`src/verilog/sb_rx_pkg.sv`:
```
package sb_rx_pkg;

    // Bus geometry
    localparam int unsigned ADDR_WIDTH = 32;
    localparam int unsigned WORD_WIDTH = 128;

    // Queue layout in host memory, as byte offsets from the queue base
    localparam int unsigned HEAD_OFFSET = 0;
    localparam int unsigned TAIL_OFFSET = 64;
    localparam int unsigned PACKET_OFFSET = 128;
    localparam int unsigned PACKET_SIZE = 16;

    // Packet payload carried in the upper half of a slot word
    localparam int unsigned DATA_WIDTH = 64;

    // One memory beat holds either an index word or a packet slot
    typedef union packed {
        struct packed {
            logic [WORD_WIDTH-33:0] unused;
            logic [31:0]            index;
        } idx;
        struct packed {
            logic [DATA_WIDTH-1:0] data;
            logic [30:0]           reserved;
            logic                  last;
            logic [31:0]           dest;
        } pkt;
    } mem_word_t;

endpackage

```
`src/verilog/queue_fault.sv`:
```
`timescale 1ns/100ps

module queue_fault (
    input  logic                                clk,
    input  logic                                reset,
    input  logic [31:0]                         cfg_capacity,
    input  logic                                rd_done,
    input  logic                                rd_err,
    input  logic [sb_rx_pkg::ADDR_WIDTH-1:0]    rd_addr,
    input  logic                                wr_done,
    input  logic                                wr_err,
    input  logic [sb_rx_pkg::ADDR_WIDTH-1:0]    wr_addr,
    input  logic                                head_seen,
    input  logic [31:0]                         head_index,
    output logic                                fault,
    output logic [sb_rx_pkg::ADDR_WIDTH-1:0]    fault_addr
);

    logic rd_fault;
    logic wr_fault;
    logic head_fault;

    assign rd_fault = rd_done && rd_err;
    assign wr_fault = wr_done && wr_err;

    // A head index outside the ring means the producer side is corrupt
    assign head_fault = head_seen && (head_index >= cfg_capacity);

    always_ff @(posedge clk) begin
        if (reset) begin
            fault <= 1'b0;
        end else if (rd_fault || wr_fault || head_fault) begin
            fault <= 1'b1;
        end
    end

    // Only the first fault is kept
    always_ff @(posedge clk) begin
        if (!fault) begin
            if (rd_fault || head_fault) begin
                fault_addr <= rd_addr;
            end else if (wr_fault) begin
                fault_addr <= wr_addr;
            end
        end
    end

endmodule

```
`src/verilog/mem_reader.sv`:
```
`timescale 1ns/100ps

module mem_reader (
    input  logic                                clk,
    input  logic                                reset,
    input  logic                                rd_req,
    input  logic [sb_rx_pkg::ADDR_WIDTH-1:0]    rd_addr,
    input  logic                                arready,
    input  logic [sb_rx_pkg::WORD_WIDTH-1:0]    rdata,
    input  logic [1:0]                          rresp,
    input  logic                                rvalid,
    output logic                                rd_done,
    output logic [sb_rx_pkg::WORD_WIDTH-1:0]    rd_data,
    output logic                                rd_err,
    output logic [sb_rx_pkg::ADDR_WIDTH-1:0]    araddr,
    output logic                                arvalid,
    output logic                                rready
);

    localparam logic [1:0] ST_IDLE = 2'd0;
    localparam logic [1:0] ST_ADDR = 2'd1;
    localparam logic [1:0] ST_DATA = 2'd2;
    localparam logic [1:0] ST_DONE = 2'd3;

    logic [1:0] state;

    always_ff @(posedge clk) begin
        if (reset) begin
            state <= ST_IDLE;
            arvalid <= 1'b0;
            rready <= 1'b0;
            rd_done <= 1'b0;
        end else begin
            rready <= 1'b1;
            rd_done <= 1'b0;
            case (state)
                ST_IDLE: begin
                    if (rd_req) begin
                        arvalid <= 1'b1;
                        state <= ST_ADDR;
                    end
                end
                ST_ADDR: begin
                    if (arready) begin
                        arvalid <= 1'b0;
                        state <= ST_DATA;
                    end
                end
                ST_DATA: begin
                    if (rvalid && rready) begin
                        rd_done <= 1'b1;
                        state <= ST_DONE;
                    end
                end
                default: begin
                    // The requester still holds rd_req during the done cycle
                    state <= ST_IDLE;
                end
            endcase
        end
    end

    always_ff @(posedge clk) begin
        if (state == ST_IDLE && rd_req) begin
            araddr <= rd_addr;
        end
    end

    always_ff @(posedge clk) begin
        if (state == ST_DATA && rvalid && rready) begin
            rd_data <= rdata;
            rd_err <= (rresp != 2'b00);
        end
    end

endmodule

```
`src/verilog/mem_writer.sv`:
```
`timescale 1ns/100ps

module mem_writer (
    input  logic                                clk,
    input  logic                                reset,
    input  logic                                wr_req,
    input  logic [sb_rx_pkg::ADDR_WIDTH-1:0]    wr_addr,
    input  logic [sb_rx_pkg::WORD_WIDTH-1:0]    wr_data,
    input  logic                                awready,
    input  logic                                wready,
    input  logic [1:0]                          bresp,
    input  logic                                bvalid,
    output logic                                wr_done,
    output logic                                wr_err,
    output logic [sb_rx_pkg::ADDR_WIDTH-1:0]    awaddr,
    output logic                                awvalid,
    output logic [sb_rx_pkg::WORD_WIDTH-1:0]    wdata,
    output logic                                wvalid,
    output logic                                bready
);

    localparam logic [1:0] ST_IDLE = 2'd0;
    localparam logic [1:0] ST_XFER = 2'd1;
    localparam logic [1:0] ST_RESP = 2'd2;
    localparam logic [1:0] ST_DONE = 2'd3;

    logic [1:0] state;
    logic       aw_pending;
    logic       w_pending;

    // A channel is still pending when its valid is up and no handshake happens now
    assign aw_pending = awvalid && !awready;
    assign w_pending = wvalid && !wready;

    always_ff @(posedge clk) begin
        if (reset) begin
            state <= ST_IDLE;
            awvalid <= 1'b0;
            wvalid <= 1'b0;
            bready <= 1'b0;
            wr_done <= 1'b0;
        end else begin
            wr_done <= 1'b0;
            case (state)
                ST_IDLE: begin
                    if (wr_req) begin
                        awvalid <= 1'b1;
                        wvalid <= 1'b1;
                        state <= ST_XFER;
                    end
                end
                ST_XFER: begin
                    if (awready) begin
                        awvalid <= 1'b0;
                    end
                    if (wready) begin
                        wvalid <= 1'b0;
                    end
                    if (!aw_pending && !w_pending) begin
                        bready <= 1'b1;
                        state <= ST_RESP;
                    end
                end
                ST_RESP: begin
                    if (bvalid) begin
                        bready <= 1'b0;
                        wr_done <= 1'b1;
                        state <= ST_DONE;
                    end
                end
                default: begin
                    state <= ST_IDLE;
                end
            endcase
        end
    end

    always_ff @(posedge clk) begin
        if (state == ST_IDLE && wr_req) begin
            awaddr <= wr_addr;
            wdata <= wr_data;
        end
    end

    always_ff @(posedge clk) begin
        if (state == ST_RESP && bvalid) begin
            wr_err <= (bresp != 2'b00);
        end
    end

endmodule

```
`src/verilog/sb_rx_queue.sv`:
```
`timescale 1ns/100ps

module sb_rx_queue (
    input  logic                                clk,
    input  logic                                reset,
    input  logic                                en,
    input  logic                                ready,
    input  logic [sb_rx_pkg::ADDR_WIDTH-1:0]    cfg_base_addr,
    input  logic [31:0]                         cfg_capacity,
    input  logic                                rd_done,
    input  sb_rx_pkg::mem_word_t                rd_data,
    input  logic                                wr_done,
    input  logic                                fault,
    output logic [sb_rx_pkg::DATA_WIDTH-1:0]    data,
    output logic [31:0]                         dest,
    output logic                                last,
    output logic                                valid,
    output logic                                status_idle,
    output logic                                rd_req,
    output logic [sb_rx_pkg::ADDR_WIDTH-1:0]    rd_addr,
    output logic                                wr_req,
    output logic [sb_rx_pkg::ADDR_WIDTH-1:0]    wr_addr,
    output sb_rx_pkg::mem_word_t                wr_data,
    output logic                                head_seen,
    output logic [31:0]                         head_index
);

    import sb_rx_pkg::*;

    localparam logic [2:0] ST_IDLE      = 3'd0;
    localparam logic [2:0] ST_RD_HEAD   = 3'd1;
    localparam logic [2:0] ST_RD_PACKET = 3'd2;
    localparam logic [2:0] ST_WR_TAIL   = 3'd3;
    localparam logic [2:0] ST_FAULT     = 3'd4;

    logic [2:0] state;
    logic [2:0] state_next;

    logic [31:0] head;
    logic [31:0] tail;
    logic [31:0] head_next;
    logic [31:0] tail_next;
    logic [31:0] tail_incr;
    logic        empty;
    logic        packet_done;

    logic [ADDR_WIDTH-1:0] head_addr;
    logic [ADDR_WIDTH-1:0] tail_addr;
    logic [ADDR_WIDTH-1:0] slot_addr;

    assign head_seen = (state == ST_RD_HEAD) && rd_done;
    assign head_index = rd_data.idx.index;
    assign packet_done = (state == ST_RD_PACKET) && rd_done;

    // The tail wraps back to slot 0 at the configured capacity
    assign tail_incr = (tail + 32'd1 == cfg_capacity) ? 32'd0 : tail + 32'd1;

    assign head_next = head_seen ? head_index : head;
    assign tail_next = packet_done ? tail_incr : tail;

    // Looking at the next values lets the FSM leave the head read in the same cycle
    assign empty = (head_next == tail_next);

    always_comb begin
        state_next = state;
        case (state)
            ST_IDLE: begin
                if (!valid && en) begin
                    if (empty) begin
                        state_next = ST_RD_HEAD;
                    end else begin
                        state_next = ST_RD_PACKET;
                    end
                end
            end
            ST_RD_HEAD: begin
                if (rd_done) begin
                    if (en && !empty) begin
                        state_next = ST_RD_PACKET;
                    end else begin
                        state_next = ST_IDLE;
                    end
                end
            end
            ST_RD_PACKET: begin
                // The tail is always written back once a packet has been read
                if (rd_done) begin
                    state_next = ST_WR_TAIL;
                end
            end
            ST_WR_TAIL: begin
                if (wr_done) begin
                    state_next = ST_IDLE;
                end
            end
            ST_FAULT: begin
                state_next = ST_FAULT;
            end
            default: begin
                state_next = ST_IDLE;
            end
        endcase
    end

    always_ff @(posedge clk) begin
        if (reset) begin
            state <= ST_IDLE;
        end else if (fault) begin
            state <= ST_FAULT;
        end else begin
            state <= state_next;
        end
    end

    always_ff @(posedge clk) begin
        if (reset) begin
            head <= 32'd0;
            tail <= 32'd0;
        end else begin
            head <= head_next;
            tail <= tail_next;
        end
    end

    assign head_addr = cfg_base_addr + HEAD_OFFSET;
    assign tail_addr = cfg_base_addr + TAIL_OFFSET;
    assign slot_addr = cfg_base_addr + PACKET_OFFSET + tail * PACKET_SIZE;

    // Fault blocks requests in the cycle before the FSM reaches its fault state
    assign rd_req = !fault && ((state == ST_RD_HEAD) || (state == ST_RD_PACKET));
    assign rd_addr = (state == ST_RD_PACKET) ? slot_addr : head_addr;

    assign wr_req = !fault && (state == ST_WR_TAIL);
    assign wr_addr = tail_addr;

    always_comb begin
        wr_data = '0;
        wr_data.idx.index = tail;
    end

    always_ff @(posedge clk) begin
        if (reset) begin
            valid <= 1'b0;
        end else if (packet_done) begin
            valid <= 1'b1;
        end else if (ready) begin
            valid <= 1'b0;
        end
    end

    // A packet read only starts with valid low, so a held packet is never overwritten
    always_ff @(posedge clk) begin
        if (packet_done) begin
            data <= rd_data.pkt.data;
            dest <= rd_data.pkt.dest;
            last <= rd_data.pkt.last;
        end
    end

    assign status_idle = (state == ST_IDLE) && !fault;

endmodule

```
`src/verilog/sb_rx_top.sv`:
```
`timescale 1ns/100ps

module sb_rx_top (
    input  logic                                clk,
    input  logic                                reset,
    input  logic                                en,
    input  logic [sb_rx_pkg::ADDR_WIDTH-1:0]    cfg_base_addr,
    input  logic [31:0]                         cfg_capacity,
    output logic [sb_rx_pkg::DATA_WIDTH-1:0]    data,
    output logic [31:0]                         dest,
    output logic                                last,
    output logic                                valid,
    input  logic                                ready,
    output logic                                status_idle,
    output logic [sb_rx_pkg::ADDR_WIDTH-1:0]    araddr,
    output logic                                arvalid,
    input  logic                                arready,
    input  logic [sb_rx_pkg::WORD_WIDTH-1:0]    rdata,
    input  logic [1:0]                          rresp,
    input  logic                                rvalid,
    output logic                                rready,
    output logic [sb_rx_pkg::ADDR_WIDTH-1:0]    awaddr,
    output logic                                awvalid,
    input  logic                                awready,
    output logic [sb_rx_pkg::WORD_WIDTH-1:0]    wdata,
    output logic                                wvalid,
    input  logic                                axi_wready,
    input  logic [1:0]                          bresp,
    input  logic                                bvalid,
    output logic                                bready,
    output logic                                fault,
    output logic [sb_rx_pkg::ADDR_WIDTH-1:0]    fault_addr
);

    import sb_rx_pkg::*;

    logic                  rd_req;
    logic [ADDR_WIDTH-1:0] rd_addr;
    logic                  rd_done;
    logic [WORD_WIDTH-1:0] rd_data;
    logic                  rd_err;
    logic                  wr_req;
    logic [ADDR_WIDTH-1:0] wr_addr;
    logic [WORD_WIDTH-1:0] wr_data;
    logic                  wr_done;
    logic                  wr_err;
    logic                  head_seen;
    logic [31:0]           head_index;

    sb_rx_queue queue_i (
        .clk(clk),
        .reset(reset),
        .en(en),
        .ready(ready),
        .cfg_base_addr(cfg_base_addr),
        .cfg_capacity(cfg_capacity),
        .rd_done(rd_done),
        .rd_data(rd_data),
        .wr_done(wr_done),
        .fault(fault),
        .data(data),
        .dest(dest),
        .last(last),
        .valid(valid),
        .status_idle(status_idle),
        .rd_req(rd_req),
        .rd_addr(rd_addr),
        .wr_req(wr_req),
        .wr_addr(wr_addr),
        .wr_data(wr_data),
        .head_seen(head_seen),
        .head_index(head_index)
    );

    queue_fault fault_i (
        .clk(clk),
        .reset(reset),
        .cfg_capacity(cfg_capacity),
        .rd_done(rd_done),
        .rd_err(rd_err),
        .rd_addr(rd_addr),
        .wr_done(wr_done),
        .wr_err(wr_err),
        .wr_addr(wr_addr),
        .head_seen(head_seen),
        .head_index(head_index),
        .fault(fault),
        .fault_addr(fault_addr)
    );

    mem_reader reader_i (
        .clk(clk),
        .reset(reset),
        .rd_req(rd_req),
        .rd_addr(rd_addr),
        .arready(arready),
        .rdata(rdata),
        .rresp(rresp),
        .rvalid(rvalid),
        .rd_done(rd_done),
        .rd_data(rd_data),
        .rd_err(rd_err),
        .araddr(araddr),
        .arvalid(arvalid),
        .rready(rready)
    );

    mem_writer writer_i (
        .clk(clk),
        .reset(reset),
        .wr_req(wr_req),
        .wr_addr(wr_addr),
        .wr_data(wr_data),
        .awready(awready),
        .wready(axi_wready),
        .bresp(bresp),
        .bvalid(bvalid),
        .wr_done(wr_done),
        .wr_err(wr_err),
        .awaddr(awaddr),
        .awvalid(awvalid),
        .wdata(wdata),
        .wvalid(wvalid),
        .bready(bready)
    );

endmodule

```
`config.mk`:
```
export PLATFORM = sky130hd
export DESIGN_NAME = sb_rx_top
export DESIGN_NICKNAME = d
export VERILOG_FILES = /design/src/verilog/sb_rx_pkg.sv /design/src/verilog/queue_fault.sv /design/src/verilog/mem_reader.sv /design/src/verilog/mem_writer.sv /design/src/verilog/sb_rx_queue.sv /design/src/verilog/sb_rx_top.sv
export SDC_FILE = /design/constraint.sdc
export NUM_CORES = 1
export LEC_CHECK = 0
export ABC_CLOCK_PERIOD_IN_PS = 9810
export BUFFER_PORTS_ARGS = -buffer_cell sky130_fd_sc_hd__buf_4
export CORE_AREA = 5 5 203 205
export DETAILED_ROUTE_END_ITERATION = 10
export DIE_AREA = 0 0 208 210
export PLACE_DENSITY = 0.87
export SLEW_MARGIN = 5
export SYNTH_ARGS = -nofsm -noshare
export SYNTH_HDL_FRONTEND = slang
export SYNTH_SLANG_ARGS = --single-unit
```
`constraint.sdc`:
```
create_clock -name clk -period 9.81 [get_ports clk]
set_input_delay 1.4715 -clock clk [delete_from_list [all_inputs] [get_ports clk]]
set_output_delay 1.4715 -clock clk [all_outputs]
set_load 0.02 [all_outputs]
```
After elaboration in Yosys (flattened, before gate mapping)
Index checks and enable logic that the tools add are counted.
{"block": "classes", "n_mux": 38, "addsub": 4, "eq_ne": 26, "order_cmp": 1, "reduce_logical": 52, "bitwise": 3}
{"operator": "$mux W32", "count": 6}
{"operator": "$eq A32 B32 Y1", "count": 2}
{"operator": "$add A32 B1 Y32 const B", "count": 1}
{"operator": "$add A32 B32 Y32", "count": 1}
{"operator": "$add A32 B7 Y32 const B", "count": 1}
{"operator": "$add A32 B8 Y32 const B", "count": 1}
{"operator": "$ge A32 B32 Y1", "count": 1}
{"operator": "$logic_and A1 B1 Y1", "count": 19}
{"operator": "$reduce_and A3 Y1", "count": 6}
{"operator": "$mux W2", "count": 8}
{"operator": "$ne A2 B1 Y1 const B", "count": 8}
{"operator": "$mux W3", "count": 5}
{"operator": "$pmux W3 S5", "count": 1}
{"operator": "$reduce_bool A2 Y1", "count": 7}
{"operator": "$mux W1", "count": 12}
{"operator": "$ne A3 B1 Y1 const B", "count": 4}
{"operator": "$pmux W2 S3", "count": 2}
{"operator": "$ne A2 B2 Y1 const B", "count": 4}
{"operator": "$pmux W1 S2", "count": 4}
{"operator": "$reduce_and A4 Y1", "count": 2}
{"operator": "$logic_not A1 Y1", "count": 7}
{"operator": "$eq A3 B2 Y1 const B", "count": 2}
{"operator": "$reduce_or A2 Y1", "count": 3}
{"operator": "$eq A2 B1 Y1 const B", "count": 2}
{"operator": "other kinds (8)", "count": 15}
{"block": "word_totals", "register_bits": 435, "wordCells": 149}

Logic depth before layout (Yosys ltp)
Gate-level depths: netlist of run 1.
{"block": "depth", "ltp_word": 11, "depth_mapped": 17, "mapped_depth_nobuf": 16}

Hierarchy
A second synthesis of run 1 with hierarchy kept.
{"block": "hier_totals", "hier_cells": 1738, "hier_area_um2": 23716.5}
{"mod": "sb_rx_queue", "n_inst": 1, "cells_each": 1160, "seq_area_each_um2": 4274.1, "area_per_inst_um2": 11038.1}
{"mod": "mem_writer", "n_inst": 1, "cells_each": 203, "seq_area_each_um2": 4954.8, "area_per_inst_um2": 5197.5}
{"mod": "mem_reader", "n_inst": 1, "cells_each": 189, "seq_area_each_um2": 4934.7, "area_per_inst_um2": 5119.9}
{"mod": "queue_fault", "n_inst": 1, "cells_each": 186, "seq_area_each_um2": 980.9, "area_per_inst_um2": 2361.0}

Worst setup path before layout of run 1
Ideal clock, no wire load.
{"block": "synth_timing", "kind": "reg-to-reg", "from": "register queue_i.state[2]", "to": "register queue_i.tail[12]", "t_arrival_ns": 5.223, "required_ns": 9.682, "setup_slack_ns": 4.459, "setup_ns": 0.128, "synth_period_minus_slack_ns": 5.351, "n_path_buf": 6, "path_stages_with_launch": 12, "cell_sequence": "dfxtp_1 > clkbuf_2 > nand4bb_1 > clkbuf_1 > inv_1 > buf_1 > clkbuf_1 > clkbuf_1 > clkbuf_1 > o21ai_0 > a21oi_1 > nor2_1"}
{"block": "synth_between", "elab_chain_cells": 3}
{"item": "start, declared", "line": "sb_rx_queue.sv:36", "text": "logic [2:0] state;"}
{"item": "start signal, assigned", "line": "sb_rx_queue.sv:111", "text": "state <= state_next;"}
{"item": "$eq A3 B2 Y1", "line": "sb_rx_queue.sv:53", "text": "assign packet_done = (state == ST_RD_PACKET) && rd_done;"}
{"item": "$logic_and A1 B1 Y1", "line": "sb_rx_queue.sv:53"}
{"item": "via queue_i.packet_done", "line": "sb_rx_queue.sv:45", "text": "logic packet_done;"}
{"item": "$mux W32", "line": "sb_rx_queue.sv:59", "text": "assign tail_next = packet_done ? tail_incr : tail;"}
{"item": "end signal, assigned", "line": "sb_rx_queue.sv:121", "text": "tail <= tail_next;"}
{"item": "end, declared", "line": "sb_rx_queue.sv:40", "text": "logic [31:0] tail;"}
The timed path passes the listed nets, and every way through them passes these cells.
A chain may end at the register's enable or synchronous reset.

Worst setup path after layout of run 1
{"block": "layout_timing", "from": "register queue_i.tail[4]", "to": "register queue_i.state[1]"}
{"block": "layout_between", "elab_chain_cells": 10, "word_cells_on_any_way": 12}
{"item": "$add A32 B1 Y32", "line": "sb_rx_queue.sv:56", "text": "assign tail_incr = (tail + 32'd1 == cfg_capacity) ? 32'd0 : tail + 32'd1;"}
{"item": "$eq A32 B32 Y1", "line": "sb_rx_queue.sv:56"}
{"item": "$mux W32", "line": "sb_rx_queue.sv:56"}
{"item": "$mux W32 *", "line": "sb_rx_queue.sv:59"}
{"item": "$eq A32 B32 Y1 *", "line": "sb_rx_queue.sv:62", "text": "assign empty = (head_next == tail_next);"}
{"item": "$logic_not A1 Y1", "line": "sb_rx_queue.sv:78", "text": "if (en && !empty) begin"}
{"item": "$logic_and A1 B1 Y1", "line": "sb_rx_queue.sv:78"}
{"item": "$mux W2", "line": "sb_rx_queue.sv:78"}
{"item": "$mux W3", "line": "sb_rx_queue.sv:77", "text": "if (rd_done) begin"}
{"item": "$pmux W3 S5 *", "line": "sb_rx_queue.sv:66", "text": "case (state)"}
Every way passes the cells marked *; elsewhere a longest branch is shown, timed or not. The select of a mux whose other input is x is not followed.

==> results.env, run 1 <==
RR_STARTPOINT='queue_i.tail[4]'
ANTENNA_FOUND_INITIAL=1
DESIGN.DIE.AREA_MM2=0.0437
REPORT.FINAL.SLEW_VIOL_COUNT=0
HOLD_BUFFERS=0
FINAL_MIN_PERIOD_OVER_CLOCK_PERIOD=0.627
FINALHOLDWORSTSLACK_NS=0.414
TRITONCTS.NUM_BUFFERS=41
VDD.IR_DROP.WORST_uV=142
SYNTH_EDF_COUNT=324
DIE_HEIGHT_UM=210
CRITPATHREQUIREDTIME_NS=10.28
NUM_ROWS=73
HOLD_VIOL_FINAL=0
WORST-SETUP-PATH-TYPE='reg2reg'
RSZ0062_AT_GRT='no'
DRTPASS1ITERATIONS=5
GRT_MAX_DEGREE=84
FMAX_MHz=163
FLOORPLAN.CORE_AREA_MM2=0.0393
DP.CELLS=2584
CTS-ROOT-TO-SINK-BUFFERS=3
CTS_SETUP_BUFFERS=0
FLOORPLAN.INITIALDENSITY=0.508
TOTAL_NEGATIVE_SLACK_NS=0
CTS_RESIZED=0
FLOW.AREA_GROWTH_FROM_SYNTHESIS_PCT=23.1
POSTROUTEANTENNANETS=0
FINALWEIGHTEDCONGESTION=0.986
HOLDCRITSTARTPOINT='reader_i.rd_data[84]'
P_TOTAL_mW=4.41
CRIT_PATH_FREQUENT_CELL='nand4_1'
WHS_PATH_DEPTH=0
CTS_TREE='yes'
CTS_HTREE_LEVELS=2
TIMING.CRITICAL_PATH.FROM='queue_i.tail[4]'
TIMING.REG2REG.WORST_PATH_DEPTH=12
LAYOUT_CELLS_EXCL_FILL=2657
MAXCAPVIOLCOUNT=0
FLOORPLAN.DIE.WIDTH_UM=208
TRACK_USAGE=0.258
MAX_SLEW.WORST_PIN.SLEW_NS=1.10
CRITICAL_PATH_CELL_BY_CELL='nand4_1 > nor3_1 > and3_1 > nand2_1 > a2111o_1 > or4_1 > nor2_4 > o21ai_0 > xor2_1 > nand4_1 > or4_4 > a211o_1'
TIMING.CRITICAL_PATH.SLOWEST_STAGE_CELL='or4_1'
FINAL_LAYOUT_SIZE_SUFFIX_GT1_FRAC=0.258
CRITPATHARRIVALTIME_NS=6.62
IO_PINS=534
POST_DRT_WL_PER_CELL_UM=22.2
ROUTED_WL_MM=59.0
LEAKAGE_POWER_FIGURE_nW=9.88
FINALCLOCKSKEW_NS=0.0277
SETUP_SLACK_NS=3.66
POWER_DENSITY_mW_PER_MM2=179
CP-END-KIND='register'
IO_BUFFER_COUNT=406
NUMBER_OF_GLOBAL_ROUTE_VIAS_BEFORE_REPAIR=15000
NUMCLOCKSINKS=404
NETLIST_AREA_MM2=0.0200
MOSTFREQUENTLAYOUTCELLS='buf_4 (427), edfxtp_1 (324), nor2_1 (131), nand2_1 (127), conb_1 (96)'
REPORT.FINAL.SETUP_VIOL=0
PLACE_WORST_SETUP_SLACK_NS=3.61
YS_FF_LATCH=404
POST-DP-HPWL_MM=43.8
ROUTE.VIAS.TOTAL=15000
DRT_DRC_VIOLATIONS_LEFT=0
LAYOUT_COMMONEST_CELL='buf_4'
CP_PEAK_STAGE_DELAY_NS=0.81
SYNTH_CELL_TYPES=84
AVGSYNTHCELLAREA_UM2=11.7
CTS_ROOT_BUF='clkbuf_16'
FINAL.FILL_COUNT=2987
N_ANTENNA_CELL=0
WORSTPATHMAXFANOUT=25
SYNTHARSTFLOPSHARE=0
DRT_FIRST_ITER_VIOLATIONS=1145
MIN_PATH_TYPE='reg2reg'
AVGVIACOUNTPERCELL=5.63
YOSYS_WARNINGS=0
CLK_TRANSITION_REPORTED_PATHS_NS=0.07
GRT_FIRST_PASS_WIRELENGTH_MM=88.4
LAYOUT.NETS=2401
FINAL_MIN_PERIOD_NS=6.15
YOSYSSEQAREASHARE=0.568
ELEMENT_TYPE_AT_THE_CRITICAL_PATH_START='register'
SYNTH_CELLS=1706
INSERTION_DELAY_NS=0.59
SLEW_HEADROOM=0.267
SYNTHFLOPTYPE='edfxtp_1'
RESULT_OF_THE_RUN='completed'
GLOBALROUTEOVERFLOWTOTAL=0
## kinds of logic after synthesis
kind of cell               synth area share
AOI/OAI and AO/OA                    0.0927
xor gates and xnor gates             0.0498
adders and majority gates            0.0598
buffers and inverters                0.0653
DFF                                   0.568
muxes                                0.0351
other                              0.000188
and+or+nand+nor                       0.129
## registers in the layout, summed over array words and instances (netlist names), 2 cells and up
register            flops
reader_i.rd_data       97
queue_i.data           64
fault_i.fault_addr     32
queue_i.dest           32
queue_i.head           32
queue_i.tail           32
reader_i.araddr        32
writer_i.awaddr        32
writer_i.wdata         32
queue_i.state           3
reader_i.state          2
writer_i.state          2
## cell type report
cell class / count / area [µm²] / area share
clock inverters: 24 / 312 / 0.0127
inverters: 61 / 231 / 0.00943
multi-input cells: 1167 / 7720 / 0.315
repair buffers: 427 / 3210 / 0.131
clock buffers: 49 / 1100 / 0.0447
flip-flops and latches: 404 / 11300 / 0.461
well taps: 525 / 657 / 0.0267
## per-layer routing
layer,GRT usage,share of wire,vias up
li1,-,-,6861
met1,0.329,0.39,7170
met2,0.438,0.49,789
met3,0.0509,0.082,140
met4,0.102,0.043,0
met5,0,0,-
## worst paths after layout
| path | end | slack (ns) |
|---|---|---|
| worst max-delay path | queue_i.state[1] | 3.66 |
| worst min-delay path | queue_i.data[20] | 0.41 |
| worst max register to register | queue_i.state[1] | 3.66 |
| worst min register to register | queue_i.data[20] | 0.41 |
## cell usage after synthesis, types with 6 or more instances
cell / number / area, µm²
nor3b_1: 6 / 45.0
a21boi_0: 6 / 45.0
a21oi_1: 81 / 405
nand3_1: 41 / 205
or4_1: 8 / 60.1
nand2b_1: 9 / 56.3
o21a_1: 6 / 45.0
buf_2: 14 / 70.1
a31oi_1: 13 / 81.3
and3_1: 21 / 131
nor3_1: 47 / 235
inv_1: 61 / 229
or2_2: 6 / 37.5
nand4_1: 23 / 144
edfxtp_1: 324 / 9730
o211ai_1: 6 / 45.0
nor2b_1: 13 / 81.3
nor4_1: 17 / 106
a22oi_1: 7 / 52.6
ha_1: 93 / 1160
o2111ai_1: 7 / 61.3
and2_1: 13 / 81.3
and4_1: 11 / 96.3
o21ai_0: 69 / 345
dfxtp_1: 80 / 1600
or3_1: 14 / 87.6
o21bai_1: 6 / 45.0
o22ai_1: 9 / 56.3
xor2_1: 44 / 385
nor2_1: 133 / 499
mux2_2: 28 / 315
clkbuf_1: 41 / 154
buf_4: 102 / 766
nand2_1: 127 / 477
a21o_1: 25 / 188
mux2i_1: 37 / 370
xnor2_1: 67 / 587
## critical path, delay by kind of cell (launching register included)
kind             cells  cell delay (ns)
AO/OA/AOI/OAI        3             0.98
AND/OR/NAND/NOR      8             4.05
XOR/XNOR             1             0.29
flip-flops           1             0.69
## through the flow
step / cell area (µm²) / util
after floorplan: 20300 / -
after CTS: 24600 / 0.625
final: 24600 / 0.625
after global routing: 24600 / 0.625
after global placement: 23100 / 0.589
after detailed placement: 23100 / 0.589
## where the power goes
group | leakage [nW] | switching (mW) | internal, mW
clock | 0.684 | 0.683 | 0.944
combinational | 5.65 | 0.440 | 0.273
sequential | 3.55 | 0.0589 | 2.01
(Power assumes the default switching activity.)
==> run 2: changes to the inputs <==
--- a/config.mk
+++ b/config.mk
@@ -5,12 +5,12 @@
 export SDC_FILE = /design/constraint.sdc
 export NUM_CORES = 1
 export LEC_CHECK = 0
-export ABC_CLOCK_PERIOD_IN_PS = 9810
+export ABC_CLOCK_PERIOD_IN_PS = 5680
 export BUFFER_PORTS_ARGS = -buffer_cell sky130_fd_sc_hd__buf_4
-export CORE_AREA = 5 5 203 205
+export CORE_AREA = 5 5 206 208
 export DETAILED_ROUTE_END_ITERATION = 10
-export DIE_AREA = 0 0 208 210
-export PLACE_DENSITY = 0.87
+export DIE_AREA = 0 0 211 213
+export PLACE_DENSITY = 0.85
 export SLEW_MARGIN = 5
 export SYNTH_ARGS = -nofsm -noshare
 export SYNTH_HDL_FRONTEND = slang
==> constraint.sdc (replaced) <==
create_clock -name clk -period 5.68 [get_ports clk]
set_input_delay 0.852 -clock clk [delete_from_list [all_inputs] [get_ports clk]]
set_output_delay 0.852 -clock clk [all_outputs]
set_load 0.02 [all_outputs]
==> run 2 against run 1 <==
  * Via count up 1.6%
  * Worst hold slack better by 0.0021 ns
  * Sequential power up 72%
  * Non-clock buffer count up 70
  * Sequential share of layout area down 0.74 points
  * Global-route usage up 0.26 points
  * Critical path depth up 2
  * Sequential cell count unchanged
  * Power up 67%
  * Register-to-register slack worse by 3.3 ns
  * Largest cell class unchanged
  * Largest power group unchanged
==> results.env, run 2 (synthesized netlist as in run 1, its figures left out) <==
RSZ0062_AT_GRT='no'  # unchanged
PLACE_WORST_SETUP_SLACK_NS=0.473  # was 3.61 ns
CP-END-KIND='register'  # unchanged
PLACED_AREA_MM2=0.0237  # was 0.0231 mm²
CTS_ROOT_BUF='clkbuf_16'  # unchanged
DRT_DRC_VIOLATIONS_LEFT=0  # unchanged
HOLD_BUFFERS=0  # unchanged
WORST-SETUP-PATH-TYPE='reg2reg'  # unchanged
LARGEST_REGISTER_FF_COUNT=97  # unchanged
TOTAL_NEGATIVE_SLACK_NS=0  # unchanged
POWER_DENSITY_mW_PER_MM2=296  # was 179 mW/mm²
REPORT.FINAL.SLEW_VIOL_COUNT=0  # unchanged
DRT_FIRST_ITER_VIOLATIONS=1175  # was 1145
LAYOUT_COMMONEST_CELL='buf_4'  # unchanged
IO_PINS=534  # unchanged
DESIGN.DIE.AREA_MM2=0.0449  # was 0.0437 mm²
LARGEST_REG_BY_FF_COUNT='reader_i.rd_data'  # unchanged
CTS_TREE='yes'  # unchanged
FLOORPLAN.DIE.WIDTH_UM=211  # was 208 µm
N_ANTENNA_CELL=0  # unchanged
SLEW_HEADROOM=0.341  # was 0.267
LEAKAGE_POWER_FIGURE_nW=10.2  # was 9.88 nW
NUM_ROWS=74  # was 73
FINAL_LAYOUT_SIZE_SUFFIX_GT1_FRAC=0.278  # was 0.258
CLK_TRANSITION_REPORTED_PATHS_NS=0.06  # was 0.07 ns
DIE_HEIGHT_UM=213  # was 210 µm
GRT_UTIL_MET1=0.336  # was 0.329
MOSTFREQUENTLAYOUTCELLS='buf_4 (496), edfxtp_1 (324), nor2_1 (131), nand2_1 (127), conb_1 (96)'  # was buf_4 (427), edfxtp_1 (324), nor2_1 (131), nand2_1 (127), conb_1 (96)
FINAL_MIN_PERIOD_NS=5.30  # was 6.15 ns
GRT_BUSIEST_LAYER='met2'  # unchanged
LAYOUT.NETS=2472  # was 2401
GLOBAL_ROUTE.USAGE.MET3=0.0583  # was 0.0509
DRTPASS1ITERATIONS=6  # was 5
REPORT.FINAL.SETUP_VIOL=0  # unchanged
IO_BUFFER_COUNT=406  # unchanged
GRT.MET2_USAGE=0.442  # was 0.438
FINAL_MIN_PERIOD_OVER_CLOCK_PERIOD=0.934  # was 0.627
INSERTION_DELAY_NS=0.58  # was 0.59 ns
FLOW.AREA_GROWTH_FROM_SYNTHESIS_PCT=25.1  # was 23.1%
LAYOUT_TOP_REGISTERS='reader_i.rd_data: 97 flops, queue_i.data: 64 flops'  # unchanged
TRACK_USAGE=0.260  # was 0.258
RESULT_OF_THE_RUN='completed'  # unchanged
TRITONCTS.NUM_BUFFERS=42  # was 41
CTS-ROOT-TO-SINK-BUFFERS=3  # unchanged
CTS_RESIZED=0  # unchanged
FLOORPLAN.INITIALDENSITY=0.494  # was 0.508
CTS_HTREE_LEVELS=2  # unchanged
ELEMENT_TYPE_AT_THE_CRITICAL_PATH_START='register'  # unchanged
CRITPATHREQUIREDTIME_NS=6.13  # was 10.28 ns
ROUTED_WL_MM=61.8  # was 59.0 mm
WORSTPATHMAXFANOUT=9  # was 25
FINALCLOCKSKEW_NS=0.0270  # was 0.0277 ns
FIN_AREA_MM2=0.0250  # was 0.0246 mm²
GRT_FIRST_PASS_WIRELENGTH_MM=90.3  # was 88.4 mm
FINALWEIGHTEDCONGESTION=0.997  # was 0.986
SETUP_SLACK_NS=0.376  # was 3.66 ns
CRITPATHARRIVALTIME_NS=5.76  # was 6.62 ns
MIN_PATH_TYPE='reg2reg'  # unchanged
POST_DRT_WL_PER_CELL_UM=22.6  # was 22.2 µm
FMAX_MHz=189  # was 163 MHz
AVGVIACOUNTPERCELL=5.56  # was 5.63
MAX_SLEW.WORST_PIN.SLEW_NS=0.987  # was 1.10 ns
GRT_MAX_DEGREE=74  # was 84
VDD.IR_DROP.WORST_uV=294  # was 142 µV
NUMBER_OF_GLOBAL_ROUTE_VIAS_BEFORE_REPAIR=15100  # was 15000
MAXCAPVIOLCOUNT=0  # unchanged
HOLD_VIOL_FINAL=0  # unchanged
POSTROUTEANTENNANETS=0  # unchanged
CTS_SETUP_BUFFERS=0  # unchanged
POST-DP-HPWL_MM=47.7  # was 43.8 mm
NUMCLOCKSINKS=404  # unchanged
GLOBALROUTEOVERFLOWTOTAL=0  # unchanged
ANTENNA_FOUND_INITIAL=0  # was 1
FLOORPLAN.CORE_AREA_MM2=0.0404  # was 0.0393 mm²
ROUTE.VIAS.TOTAL=15200  # was 15000
run 2: through the flow:
stage / std cells / util / hold WS [ns] / power (mW)
5_1_grt: 2734 / 0.618 / 0.426 / 7.65
3_3_place_gp: 2661 / 0.587 / 0.400 / 4.81
4_1_cts: 2734 / 0.618 / 0.418 / 7.42
3_5_place_dp: 2661 / 0.587 / 0.405 / 4.87
2_1_floorplan: 1801 / - / 0.400 / 4.37
6_report: 2734 / 0.618 / 0.416 / 7.38
run 2: worst paths after layout:
kind                         from  cells past startpoint  slack [ns]                to
max               queue_i.tail[0]                     14        0.38  queue_i.state[1]
min          reader_i.rd_data[84]                      0        0.42  queue_i.data[20]
min reg2reg  reader_i.rd_data[84]                      0        0.42  queue_i.data[20]
max reg2reg       queue_i.tail[0]                     14        0.38  queue_i.state[1]
run 2: power by group:
| group | internal, mW | total (mW) | leakage (nW) | switching, mW |
|---|---|---|---|---|
| Sequential | 3.47 | 3.56 | 3.55 | 0.0920 |
| Combinational | 0.480 | 1.26 | 5.99 | 0.777 |
| Clock | 1.41 | 2.56 | 0.609 | 1.15 |
run 2: critical path, stage by stage (launching register included):
cell	delay, ns
dfxtp_1	0.57
ha_1	0.41
and3_1	0.40
nand3_1	0.26
o21a_1	0.30
o21ai_0	0.43
o2111ai_1	0.23
or4_1	0.68
buf_4	0.23
nor3_2	0.25
nand2_1	0.11
a221oi_2	0.34
nand4_1	0.13
or4_4	0.56
a211o_1	0.28
run 2: routing by layer:
metal / share of wire / routed length, µm
met1: 0.39 / 24200
met2: 0.49 / 30200
met3: 0.086 / 5280
met4: 0.032 / 2000
met5: 0 / 0
run 2: cell type report:
type / count / area, µm²
inverter: 61 / 231
timing repair buffer: 497 / 3740
clock inverter: 17 / 140
fill: 3083 / 15400
multi-input combinational: 1167 / 7720
clock buffer: 56 / 1120
tap: 532 / 666
sequential: 404 / 11300
==> run 3: changes to the inputs <==
--- a/config.mk
+++ b/config.mk
@@ -5,13 +5,15 @@
 export SDC_FILE = /design/constraint.sdc
 export NUM_CORES = 1
 export LEC_CHECK = 0
-export ABC_CLOCK_PERIOD_IN_PS = 5680
+export ABC_CLOCK_PERIOD_IN_PS = 6700
 export BUFFER_PORTS_ARGS = -buffer_cell sky130_fd_sc_hd__buf_4
-export CORE_AREA = 5 5 206 208
+export CORE_MARGIN = 5
+export CORE_UTILIZATION = 55
 export DETAILED_ROUTE_END_ITERATION = 10
-export DIE_AREA = 0 0 211 213
-export PLACE_DENSITY = 0.85
+export PLACE_DENSITY = 0.9
+export SETUP_SLACK_MARGIN = 0.02
 export SLEW_MARGIN = 5
 export SYNTH_ARGS = -nofsm -noshare
 export SYNTH_HDL_FRONTEND = slang
+export SYNTH_HIERARCHICAL = 1
 export SYNTH_SLANG_ARGS = --single-unit
==> constraint.sdc (replaced) <==
create_clock -name clk -period 6.7 [get_ports clk]
set_input_delay 1.005 -clock clk [delete_from_list [all_inputs] [get_ports clk]]
set_output_delay 1.005 -clock clk [all_outputs]
set_load 0.02 [all_outputs]
==> run 3 against run 2 <==
  * Sequential power up 2%
  * Global-route usage shrank 0.92 points
  * Sequential cell count rose by 96
  * Synthesized area is 14% higher
  * Sequential share of layout area rose by 5.2 points
  * Final cell count rose by 0.59%
  * Synthesized cell count hardly changed
  * Clock skew increased by 0.0033 ns
  * Wire length fell by 2.7%
  * Clock power up 12%
  * Clock-buffer cell count is 3 higher
  * Power is 0.70% lower
==> results.env, run 3 <==
MAX_SLEW.WORST_PIN.SLEW_NS=1.24  # was 0.987 ns
REGISTER_AREA_MM2=0.0142  # was 0.0113 mm²
VDD.IR_DROP.WORST_uV=239  # was 294 µV
PLACE_WORST_SETUP_SLACK_NS=1.51  # was 0.473 ns
LEAKAGE_POWER_FIGURE_nW=11.2  # was 10.2 nW
GRT_MAX_DEGREE=161  # was 74
POST-DP-HPWL_MM=43.9  # was 47.7 mm
NUM_ROWS=74  # unchanged
FINAL_MIN_PERIOD_NS=5.33  # was 5.30 ns
ROUTE.TOP_LAYER_USED='met4'  # unchanged
NUMBER_OF_GLOBAL_ROUTE_VIAS_BEFORE_REPAIR=15300  # was 15100
DRT_DRC_VIOLATIONS_LEFT=0  # unchanged
FLOW.AREA_GROWTH_FROM_SYNTHESIS_PCT=23.3  # was 25.1%
YOSYS_WARNINGS=6  # was 0
POWER_DENSITY_mW_PER_MM2=261  # was 296 mW/mm²
DETAIL_ROUTE.WIRELENGTH.MET1_MM=22.4  # was 24.2 mm
WORSTPATHMAXFANOUT=15  # was 9
CTS_SETUP_BUFFERS=0  # unchanged
MAXCAPVIOLCOUNT=0  # unchanged
IO_BUFFER_COUNT=502  # was 406
FIN_AREA_MM2=0.0281  # was 0.0250 mm²
ROUTE.VIAS.TOTAL=15300  # was 15200
ELEMENT_TYPE_AT_THE_CRITICAL_PATH_START='register'  # unchanged
FLOORPLAN.DIE.WIDTH_UM=214  # was 211 µm
FINALWEIGHTEDCONGESTION=0.911  # was 0.997
SETUP_SLACK_NS=1.37  # was 0.376 ns
LAYOUT.NETS=2480  # was 2472
ROUTED_WL_MM=60.1  # was 61.8 mm
CTS_RESIZED=0  # unchanged
INSERTION_DELAY_NS=0.60  # was 0.58 ns
CLK_TRANSITION_REPORTED_PATHS_NS=0.06  # about the same
POSTROUTEANTENNANETS=0  # unchanged
CRITPATHREQUIREDTIME_NS=7.17  # was 6.13 ns
LAYOUT_TOP_REGISTERS='writer_i/wdata: 128 flops, reader_i/rd_data: 97 flops, queue_i/data: 64 flops'  # was reader_i.rd_data: 97 flops, queue_i.data: 64 flops
AREA_OCCUPIED_BY_MULTI_INPUT_GATES_MM2=0.00744  # was 0.00772 mm²
DESIGN.DIE.AREA_MM2=0.0456  # was 0.0449 mm²
IO_PINS=534  # unchanged
POST_DRT_WL_PER_CELL_UM=21.9  # was 22.6 µm
DRTPASS1ITERATIONS=5  # was 6
MOSTFREQUENTLAYOUTCELLS='buf_4 (509), edfxtp_1 (420), nor2_1 (124), nand2_1 (96), conb_1 (96)'  # was buf_4 (496), edfxtp_1 (324), nor2_1 (131), nand2_1 (127), conb_1 (96)
CTS_TREE='yes'  # unchanged
HOLD_BUFFERS=0  # unchanged
PLACED_AREA_MM2=0.0264  # was 0.0237 mm²
REPORT.FINAL.SLEW_VIOL_COUNT=0  # unchanged
P_TOTAL_mW=7.33  # was 7.38 mW
CP_PEAK_STAGE_DELAY_NS=0.75  # was 0.68 ns
ANTENNA_FOUND_INITIAL=1  # was 0
NETLIST_AREA_MM2=0.0228  # was 0.0200 mm²
CTS-ROOT-TO-SINK-BUFFERS=3  # unchanged
DIE_HEIGHT_UM=214  # was 213 µm
TRACK_USAGE=0.251  # was 0.260
HOLD_VIOL_FINAL=0  # unchanged
TOTAL_NEGATIVE_SLACK_NS=0  # unchanged
CRITPATHARRIVALTIME_NS=5.80  # was 5.76 ns
RESULT_OF_THE_RUN='completed'  # unchanged
SLEW_HEADROOM=0.172  # was 0.341
MIN_PATH_TYPE='reg2reg'  # unchanged
DETAILROUTE.WIRELENGTH.MET3_MM=5.13  # was 5.28 mm
WORST-SETUP-PATH-TYPE='reg2reg'  # unchanged
TIMING.CRITICAL_PATH.SLOWEST_STAGE_CELL='or4_1'  # unchanged
AVGVIACOUNTPERCELL=5.56  # about the same
CRITICAL_PATH_CELL_BY_CELL='ha_1 > nand3_1 > or4_1 > nor4_2 > o31a_1 > a21oi_1 > or4_4 > nor4_4 > o211ai_1 > a221o_1 > and4bb_1 > nand4_1 > a31o_1'  # was ha_1 > and3_1 > nand3_1 > o21a_1 > o21ai_0 > o2111ai_1 > or4_1 > buf_4 > nor3_2 > nand2_1 > a221oi_2 > nand4_1 > or4_4 > a211o_1
GRT_FIRST_PASS_WIRELENGTH_MM=88.5  # was 90.3 mm
LARGEST_REG_BY_FF_COUNT='writer_i/wdata'  # was reader_i.rd_data
RSZ0062_AT_GRT='no'  # unchanged
REPORT.FINAL.SETUP_VIOL=0  # unchanged
NUMCLOCKSINKS=500  # was 404
LARGEST_REGISTER_FF_COUNT=128  # was 97
FLOORPLAN.INITIALDENSITY=0.557  # was 0.494
FINALCLOCKSKEW_NS=0.0303  # was 0.0270 ns
CTS_ROOT_BUF='clkbuf_16'  # unchanged
FMAX_MHz=188  # was 189 MHz
FINAL_LAYOUT_SIZE_SUFFIX_GT1_FRAC=0.303  # was 0.278
FINAL_MIN_PERIOD_OVER_CLOCK_PERIOD=0.796  # was 0.934
AVGSYNTHCELLAREA_UM2=13.3  # was 11.7 µm²
FINAL.FILL_COUNT=2642  # was 3083
TRITONCTS.NUM_BUFFERS=50  # was 42
DRT_FIRST_ITER_VIOLATIONS=1377  # was 1175
CTS_HTREE_LEVELS=2  # unchanged
FINALHOLDWORSTSLACK_NS=0.418  # was 0.416 ns
GLOBALROUTEOVERFLOWTOTAL=0  # unchanged
ROUTE.MET2.WL_MM=30.1  # was 30.2 mm
SYNTH_CELLS=1707  # was 1706
FLOORPLAN.CORE_AREA_MM2=0.0409  # was 0.0404 mm²
CP-END-KIND='register'  # unchanged
LAYOUT_COMMONEST_CELL='buf_4'  # unchanged
==> run 3: layout make-up <==
class / count / area share
Clock buffer: 59 / 0.0458
Antenna cell: 1 / 0.0000891
Multi-Input combinational cell: 1056 / 0.265
Tap cell: 532 / 0.0237
Sequential cell: 500 / 0.506
Timing Repair Buffer: 510 / 0.137
Inverter: 61 / 0.00824
Clock inverter: 31 / 0.0143
==> run 3: path summary, 6_finish.rpt <==
| check | startpoint | endpoint | slack [ns] | cells past startpoint |
|---|---|---|---|---|
| min | reader_i/rd_data[84] | queue_i/data[20] | 0.42 | 0 |
| min reg2reg | reader_i/rd_data[84] | queue_i/data[20] | 0.42 | 0 |
| max | queue_i/tail[1] | queue_i/state[1] | 1.37 | 13 |
| max reg2reg | queue_i/tail[1] | queue_i/state[1] | 1.37 | 13 |
==> run 3: per-layer routing <==
layer	global-route usage	up-vias
li1	-	6983
met1	0.312	7389
met2	0.436	750
met3	0.0534	160
met4	0.0941	0
met5	0	-
==> run 3: power breakdown <==
group / switching [mW] / internal, mW
Combinational: 0.494 / 0.338
Sequential: 0.0795 / 3.56
Clock: 1.20 / 1.66
Total: 1.78 / 5.55
==> run 3: through the flow <==
stage | std cells | utilization
detailed placement | 2659 | 0.645
finish | 2750 | 0.686
floorplan | 1802 | -
CTS | 2749 | 0.686
global placement | 2659 | 0.645
global route | 2750 | 0.686
==> run 3: critical path, delay by kind of cell, from the launching register on <==
family / cells / cell delay, ns
and+or+nand+nor: 7 / 3.15
adders and majority gates: 1 / 0.41
DFF: 1 / 0.55
AOI/OAI and AO/OA: 5 / 1.12
